==> src/hdl/iq_pkg.sv <==
`default_nettype none

package iq_pkg;

    localparam int IQ_DEPTH = 8;
    localparam int IQ_IDX_W = 3;
    localparam int PRF_W    = 6;
    localparam int ALU_OP_W = 4;
    localparam int WB_PORTS = 4;

    // carried through the queue untouched
    typedef struct packed {
        logic [31:0]         pc;
        logic [PRF_W-1:0]    prf_rd;
        logic [PRF_W-1:0]    prf_rd_stale;
        logic                wen_rd;
        logic [31:0]         imm;
        logic [ALU_OP_W-1:0] alu_op;
        logic                is_ds;      // delay slot
        logic                is_special; // cp0 and friends, issue alone
    } alu_payload_t;

    typedef struct packed {
        logic [PRF_W-1:0] tag;
        logic             rd_en; // source actually read
        logic             rdy;   // ready at rename time
    } src_t;

    typedef struct packed {
        alu_payload_t payload;
        src_t         src1;
        src_t         src2;
    } dispatch_t;

    typedef struct packed {
        logic             valid;
        logic [PRF_W-1:0] tag;
    } wb_port_t;

    typedef struct packed {
        wb_port_t [WB_PORTS-1:0] port;
    } wb_bus_t;

    // tags go along for the regfile read
    typedef struct packed {
        alu_payload_t     payload;
        logic [PRF_W-1:0] src1_tag;
        logic [PRF_W-1:0] src2_tag;
    } issue_t;

endpackage

`default_nettype wire

==> src/hdl/alu_iq.sv <==
`default_nettype none

module alu_iq
    import iq_pkg::*;
(
    input  wire logic      clk,
    input  wire logic      rst,
    input  wire logic      dispatch_i,
    input  wire dispatch_t dispatch_data_i,
    input  wire wb_bus_t   wb_i,
    output logic           full_o,
    output logic           issue_valid_o,
    output issue_t         issue_data_o
);

    logic [IQ_DEPTH-1:0] valid_vec;
    logic [IQ_DEPTH-1:0] rdy_vec;
    logic [IQ_DEPTH-1:0] special_vec;
    logic [IQ_DEPTH-1:0] entry_wen;
    logic [IQ_DEPTH-1:0] grant;

    alu_payload_t     entry_payload [IQ_DEPTH];
    logic [PRF_W-1:0] entry_src1    [IQ_DEPTH];
    logic [PRF_W-1:0] entry_src2    [IQ_DEPTH];
    issue_t           entry_issue   [IQ_DEPTH];

    iq_alloc_ctrl alloc_inst (
        .clk         (clk),
        .rst         (rst),
        .dispatch_i  (dispatch_i),
        .valid_vec_i (valid_vec),
        .entry_wen_o (entry_wen),
        .full_o      (full_o)
    );

    for (genvar i = 0; i < IQ_DEPTH; i++) begin : g_entry
        iq_entry #(
            .payload_t (alu_payload_t)
        ) entry_inst (
            .clk        (clk),
            .rst        (rst),
            .wen_i      (entry_wen[i]),
            .grant_i    (grant[i]),
            .disp_i     (dispatch_data_i),
            .wb_i       (wb_i),
            .valid_o    (valid_vec[i]),
            .rdy_o      (rdy_vec[i]),
            .payload_o  (entry_payload[i]),
            .src1_tag_o (entry_src1[i]),
            .src2_tag_o (entry_src2[i])
        );

        assign special_vec[i]          = entry_payload[i].is_special;
        assign entry_issue[i].payload  = entry_payload[i];
        assign entry_issue[i].src1_tag = entry_src1[i];
        assign entry_issue[i].src2_tag = entry_src2[i];
    end

    iq_age_select select_inst (
        .clk           (clk),
        .rst           (rst),
        .entry_wen_i   (entry_wen),
        .valid_vec_i   (valid_vec),
        .rdy_vec_i     (rdy_vec),
        .special_vec_i (special_vec),
        .grant_o       (grant)
    );

    iq_issue_reg #(
        .payload_t (issue_t)
    ) issue_inst (
        .clk             (clk),
        .rst             (rst),
        .grant_i         (grant),
        .payload_vec_i   (entry_issue),
        .issue_valid_o   (issue_valid_o),
        .issue_payload_o (issue_data_o)
    );

endmodule

`default_nettype wire

==> src/hdl/iq_age_select.sv <==
`default_nettype none

module iq_age_select
    import iq_pkg::*;
(
    input  wire logic                clk,
    input  wire logic                rst,
    input  wire logic [IQ_DEPTH-1:0] entry_wen_i,
    input  wire logic [IQ_DEPTH-1:0] valid_vec_i,
    input  wire logic [IQ_DEPTH-1:0] rdy_vec_i,
    input  wire logic [IQ_DEPTH-1:0] special_vec_i,
    output logic      [IQ_DEPTH-1:0] grant_o
);

    // older_q[i][j] set when entry j is older than entry i
    logic [IQ_DEPTH-1:0][IQ_DEPTH-1:0] older_q;

    logic [IQ_DEPTH-1:0] older_valid;
    logic [IQ_DEPTH-1:0] eligible;

    always_ff @(posedge clk) begin
        if (rst) begin
            older_q <= '0;
        end else begin
            for (int i = 0; i < IQ_DEPTH; i++) begin
                if (entry_wen_i[i]) begin
                    older_q[i] <= valid_vec_i; // everyone live is older
                end else begin
                    for (int j = 0; j < IQ_DEPTH; j++) begin
                        if (entry_wen_i[j]) begin
                            older_q[i][j] <= 1'b0;
                        end
                    end
                end
            end
        end
    end

    always_comb begin
        for (int i = 0; i < IQ_DEPTH; i++) begin
            older_valid[i] = |(older_q[i] & valid_vec_i);
        end
    end

    // special ops wait until they head the queue
    assign eligible = rdy_vec_i & (~special_vec_i | ~older_valid);

    always_comb begin
        for (int i = 0; i < IQ_DEPTH; i++) begin
            grant_o[i] = eligible[i] && !(|(older_q[i] & eligible));
        end
    end

    grant_onehot: assert property (@(posedge clk) disable iff (rst)
        $onehot0(grant_o));

    // something ready always gets picked
    grant_progress: assert property (@(posedge clk) disable iff (rst)
        (|eligible) |-> (|grant_o));

endmodule

`default_nettype wire

==> src/hdl/iq_alloc_ctrl.sv <==
`default_nettype none

module iq_alloc_ctrl
    import iq_pkg::*;
(
    input  wire logic                clk,
    input  wire logic                rst,
    input  wire logic                dispatch_i,
    input  wire logic [IQ_DEPTH-1:0] valid_vec_i,
    output logic      [IQ_DEPTH-1:0] entry_wen_o,
    output logic                     full_o
);

    logic [IQ_DEPTH-1:0] free_vec;
    logic [IQ_IDX_W-1:0] free_idx;

    assign free_vec = ~valid_vec_i;
    assign full_o   = &valid_vec_i;

    // lowest free slot wins
    always_comb begin
        free_idx = '0;
        for (int i = IQ_DEPTH - 1; i >= 0; i--) begin
            if (free_vec[i]) begin
                free_idx = IQ_IDX_W'(i);
            end
        end
    end

    always_comb begin
        entry_wen_o           = '0;
        entry_wen_o[free_idx] = dispatch_i && !full_o;
    end

    // rename has to stall on full
    no_dispatch_full: assert property (@(posedge clk) disable iff (rst)
        !(dispatch_i && full_o));

    wen_onehot: assert property (@(posedge clk) disable iff (rst)
        $onehot0(entry_wen_o));

endmodule

`default_nettype wire

==> src/hdl/iq_entry.sv <==
`default_nettype none

module iq_entry
    import iq_pkg::*;
#(
    parameter type payload_t = alu_payload_t
) (
    input  wire logic             clk,
    input  wire logic             rst,
    input  wire logic             wen_i,
    input  wire logic             grant_i,
    input  wire dispatch_t        disp_i,
    input  wire wb_bus_t          wb_i,
    output logic                  valid_o,
    output logic                  rdy_o,
    output payload_t              payload_o,
    output logic [PRF_W-1:0]      src1_tag_o,
    output logic [PRF_W-1:0]      src2_tag_o
);

    logic             valid_q;
    logic             rs1_rdy_q;
    logic             rs2_rdy_q;
    payload_t         payload_q;
    logic [PRF_W-1:0] rs1_tag_q;
    logic [PRF_W-1:0] rs2_tag_q;

    logic rs1_rdy_entry;
    logic rs2_rdy_entry;
    logic rs1_wake;
    logic rs2_wake;

    // any valid writeback port carrying this tag
    function automatic logic wb_hit(input logic [PRF_W-1:0] tag, input wb_bus_t wb);
        logic hit;
        hit = 1'b0;
        for (int p = 0; p < WB_PORTS; p++) begin
            hit |= wb.port[p].valid && (wb.port[p].tag == tag);
        end
        return hit;
    endfunction

    // ready on entry: unused, flagged by rename, or bypassed this cycle
    assign rs1_rdy_entry = !disp_i.src1.rd_en || disp_i.src1.rdy
                           || wb_hit(disp_i.src1.tag, wb_i);
    assign rs2_rdy_entry = !disp_i.src2.rd_en || disp_i.src2.rdy
                           || wb_hit(disp_i.src2.tag, wb_i);

    assign rs1_wake = valid_q && wb_hit(rs1_tag_q, wb_i);
    assign rs2_wake = valid_q && wb_hit(rs2_tag_q, wb_i);

    always_ff @(posedge clk) begin
        if (rst) begin
            valid_q <= 1'b0;
        end else if (wen_i) begin
            valid_q <= 1'b1;
        end else if (grant_i) begin
            valid_q <= 1'b0;
        end
    end

    always_ff @(posedge clk) begin
        if (rst) begin
            rs1_rdy_q <= 1'b0;
            rs2_rdy_q <= 1'b0;
        end else if (wen_i) begin
            rs1_rdy_q <= rs1_rdy_entry;
            rs2_rdy_q <= rs2_rdy_entry;
        end else if (grant_i) begin
            rs1_rdy_q <= 1'b0;
            rs2_rdy_q <= 1'b0;
        end else begin
            if (rs1_wake) rs1_rdy_q <= 1'b1;
            if (rs2_wake) rs2_rdy_q <= 1'b1;
        end
    end

    always_ff @(posedge clk) begin
        if (wen_i) begin
            payload_q <= disp_i.payload;
            rs1_tag_q <= disp_i.src1.tag;
            rs2_tag_q <= disp_i.src2.tag;
        end
    end

    assign valid_o    = valid_q;
    assign rdy_o      = valid_q && rs1_rdy_q && rs2_rdy_q;
    assign payload_o  = payload_q;
    assign src1_tag_o = rs1_tag_q;
    assign src2_tag_o = rs2_tag_q;

    // selector must only pick live entries
    grant_on_valid: assert property (@(posedge clk) disable iff (rst)
        grant_i |-> valid_q);

endmodule

`default_nettype wire

==> src/hdl/iq_issue_reg.sv <==
`default_nettype none

module iq_issue_reg
    import iq_pkg::*;
#(
    parameter type payload_t = issue_t
) (
    input  wire logic                clk,
    input  wire logic                rst,
    input  wire logic [IQ_DEPTH-1:0] grant_i,
    input  wire payload_t            payload_vec_i [IQ_DEPTH],
    output logic                     issue_valid_o,
    output payload_t                 issue_payload_o
);

    payload_t sel_payload;

    // and-or mux, grant is one-hot
    always_comb begin
        sel_payload = '0;
        for (int i = 0; i < IQ_DEPTH; i++) begin
            sel_payload = sel_payload
                          | ({$bits(payload_t){grant_i[i]}} & payload_vec_i[i]);
        end
    end

    always_ff @(posedge clk) begin
        if (rst) begin
            issue_valid_o <= 1'b0;
        end else begin
            issue_valid_o <= |grant_i;
        end
    end

    always_ff @(posedge clk) begin
        if (|grant_i) begin
            issue_payload_o <= sel_payload;
        end
    end

endmodule

`default_nettype wire

==> config.mk <==
export PLATFORM = sky130hd
export DESIGN_NAME = alu_iq
export DESIGN_NICKNAME = d
export VERILOG_FILES = /design/src/hdl/iq_pkg.sv /design/src/hdl/alu_iq.sv /design/src/hdl/iq_age_select.sv /design/src/hdl/iq_alloc_ctrl.sv /design/src/hdl/iq_entry.sv /design/src/hdl/iq_issue_reg.sv
export SDC_FILE = /design/constraint.sdc
export NUM_CORES = 1
export LEC_CHECK = 0
export BUFFER_PORTS_ARGS = -buffer_cell sky130_fd_sc_hd__buf_2
export CAP_MARGIN = 10
export CELL_PAD_IN_SITES_DETAIL_PLACEMENT = 2
export CELL_PAD_IN_SITES_GLOBAL_PLACEMENT = 2
export CORE_ASPECT_RATIO = 1.2
export CORE_UTILIZATION = 48
export DETAILED_ROUTE_END_ITERATION = 12
export PLACE_DENSITY = 0.85
export SLEW_MARGIN = 20
export SYNTH_ARGS = -nofsm -noshare
export SYNTH_HDL_FRONTEND = slang
export SYNTH_SLANG_ARGS = --single-unit
==> constraint.sdc <==
create_clock -name clk -period 13.5 [get_ports clk]
set_input_delay 1.35 -clock clk [delete_from_list [all_inputs] [get_ports clk]]
set_output_delay 1.35 -clock clk [all_outputs]
set_load 0.02 [all_outputs]
==> results.md <==
- CTS tree: yes
- Dpl hpwl: 103100 um
- Crit path cell chain: and2_1 -> nand3_1 -> nor2_1 -> a2111oi_4 -> and3_4 -> nor4_1 -> nand2_4 -> buf_4
- Post-synth EDFFs: 855
- CTS Buf Count: 91
- Setup WS post-layout: 7.254 ns
- Later-pin clock latency in the skew report: 0.71 ns
- Routed length per instance: 49.18 um
- Unrepaired setup endpoints after global routing: no
- Crit path max fanout: 55
- # rows: 114
- Maximum number of pins on one net before global-route repair: 69
- Post-synthesis cell area: 39540 um^2
- Vias in the first global route: 30292
- Initial antenna violation count: 30
- Root Driver: clkbuf_16
- Register share of total power: 50.9%
- Die ar.: 83530 um^2
- Cell family with most CP delay: simple AND/OR/NAND/NOR gates
- Final setup fails: 0
- Max stage delay on crit path: 1.09 ns
- Vias per inst: 7.686
- Clock Skew: 0.06018 ns
- Synth Instances: 2722
- Synth cell types: 63
- Startpoint types: register
- Combinational fraction of design power: 4.7%
- Total gr overflow: 0
- Tot Pwr: 6411 uW
- Buffers on Ports: 226
- Number of top-level pins: 227
- Gp weighted congestion: 0.8801
- Arrival @ worst endpoint: 6.49 ns
- Pins Over Slew Limit: 0
- Maximum clock frequency: 0.1601 GHz
- Die width: 264.0 um
- Clock sinks: 944
- H-tree Lvls: 3
- CTS Buffer Depth: 3
- Clock Power Share: 44.4%
- Cell with the largest stage delay on the worst path: nor4_1
- Post-Route Utilization: 54.35%
- Pwr dens: 145.6 nW/um^2
- Starting density of the core: 48.80%
- Status: finished, final reports clean
- CTS clock-pin slew for the worst setup and hold paths: 0.07 ns
- # Max-Cap Violations: 0
- Crit path required time: 13.74 ns
- Flop and latch count out of synthesis: 944
- Async SR Flop Fraction: 0%
- 1st-iter DRT viols: 5494
- Final min period: 6.246 ns
- Sw Share: 25.05%
- P_sw: 1606 uW
- Final nets: 2920
- Post-Route WL: 193000 um
- Internal power component: 4805 uW
- First-pass GRT wire length: 264100 um
- Fin. Hold Viols: 0
- FILL cells: 7166
- Drt drc: 0
- Resized Gates After CTS: 0
- Tcrit/Tclk final: 46.27%
- Worst vdd ir: 0.1187 mV
- Sequential area share after synthesis: 69.44%
- Worst-margin pin slew: 1.224 ns
- Fraction of layout instances using a drive strength above 1: 14.97%
- Ys flop type: edfxtp_1
- DP Worst Slack: 7.936 ns
- Pleak: 0.01368 uW
- Synthesis Warnings: 0
- Slew HR: 17.65%
- Syn-to-layout area delta: 11.37%
- Fin Setup TNS: 0 ns
- Avg Cell Area, Syn: 14.53 um^2
- Core Area: 81020 um^2
- Vias: 30160
- Drt first pass iters: 6
- Final ANT Viol Nets: 0
- Die Y: 316.4 um
- Synthesized net count: 2852
- WS Path Type: reg2reg
- Min-delay worst type: reg2reg
- CTS Hold Buffers Added: 0
- Hold Slack: 0.5272 ns
- GR Util All Layers: 45.88%
- Endpoint class of the critical path: register
- Post-CTS setup buffer count: 0
- Crit path buffers/inverters: 1
==> synthesized netlist by cell type, types with 32 or more instances <==
| cell | n | area (um^2) |
|---|---|---|
| a21oi_1 | 80 | 400.4 |
| nand2_1 | 65 | 244.0 |
| nand3_1 | 32 | 160.2 |
| buf_2 | 101 | 505.5 |
| clkbuf_1 | 127 | 476.7 |
| edfxtp_1 | 855 | 25670 |
| xor2_1 | 216 | 1892 |
| nor2_1 | 45 | 168.9 |
| nor4_1 | 76 | 475.5 |
| dfxtp_1 | 89 | 1782 |
| xnor2_1 | 216 | 1892 |
| a22oi_1 | 390 | 2928 |
| nand4_1 | 186 | 1164 |
==> layer usage <==
metal | vias to the layer above | global-route usage [%] | part of all wire [%]
met5 | - | 0 | 0.11
li1 | 10656 | - | -
met4 | 34 | 25.28 | 7.3
met3 | 910 | 15.83 | 15
met1 | 15296 | 56.77 | 33
met2 | 3264 | 70.84 | 45
==> metrics by stage <==
stage,cells,area [um^2]
after floorplan,2722,39540
after global placement,3740,40940
after detailed placement,3740,40950
after CTS,3908,43970
after global routing,3915,44010
final,3924,44030
==> logic make-up after synthesis <==
| kind of cell | after synthesis | synth area share [%] |
|---|---|---|
| muxes | 2 | 0.05063 |
| buffers and inverters | 309 | 3.604 |
| AOI/OAI and AO/OA | 535 | 10.07 |
| and+or+nand+nor | 500 | 7.260 |
| DFF | 944 | 69.44 |
| xor gates and xnor gates | 432 | 9.570 |
==> state kept, by name, indices dropped and copies added, names as in the netlist <==
signal,count
select_inst.older_q,64
g_entry.entry_inst.src2_tag_o,48
g_entry.entry_inst.rs1_rdy_q,8
g_entry.entry_inst.rs2_rdy_q,8
g_entry.entry_inst.valid_o,8
issue_inst.issue_payload_o,95
g_entry.entry_inst.src1_tag_o,48
g_entry.entry_inst.payload_o,664
issue_inst.issue_valid_o,1
==> path summary, 6_finish.rpt <==
| path | start | end | slack, ns | cells after the start |
|---|---|---|---|---|
| hold reg to reg | select_inst.older_q[34] | select_inst.older_q[34] | 0.53 | 2 |
| hold / removal | select_inst.older_q[34] | select_inst.older_q[34] | 0.53 | 2 |
| setup / recovery | g_entry[5].entry_inst.valid_o | issue_inst.issue_payload_o[90] | 7.25 | 8 |
| setup reg to reg | g_entry[5].entry_inst.valid_o | issue_inst.issue_payload_o[90] | 7.25 | 8 |
==> worst register-to-register path, stage by stage (launching register included) <==
cell and delay [ns]:
dfxtp_1 0.98, and2_1 0.61, nand3_1 0.24, nor2_1 0.59
a2111oi_4 0.17, and3_4 0.43, nor4_1 1.11, nand2_4 0.73
buf_4 0.80
==> cell type report <==
class | count | area, um^2 | area share [%]
clock buffer | 112 | 2417 | 5.490
inverter | 29 | 131.4 | 0.2984
multi-input combinational | 1469 | 10730 | 24.36
antenna | 15 | 37.54 | 0.08524
sequential | 944 | 27460 | 62.35
timing repair buffer | 255 | 1349 | 3.063
tap | 1044 | 1306 | 2.966
clock inverter | 56 | 609.3 | 1.384
==> power groups by stage <==
stage,logic (uW),registers [uW],clock network (uW)
2_1_floorplan,137,3300,0
3_3_place_gp,233,3310,0
3_5_place_dp,265,3320,0
4_1_cts,281,3260,2810
5_1_grt,295,3260,2900
6_report,299,3260,2850
==> layout by cell type, fill, tap and decap left out, drive strengths merged, types with 5 or more instances in the layout <==
cell,count
diode,15
nor3,13
xor2,216
and4,5
bufinv,12
nand2b,10
and3,6
nand2,65
a22oi,391
o21a,10
nor3b,13
or3,16
o2111ai,5
buf,254
dfxtp,89
inv,31
nand4,186
clkinv,39
or4,12
a41oi,5
a2111oi,8
nand4b,6
clkbuf,113
edfxtp,855
nor2b,6
a31oi,8
nand3,32
nor2,45
a21oi,81
xnor2,216
o21ai,6
nor4,76
Power figures use the tool's default switching activity.
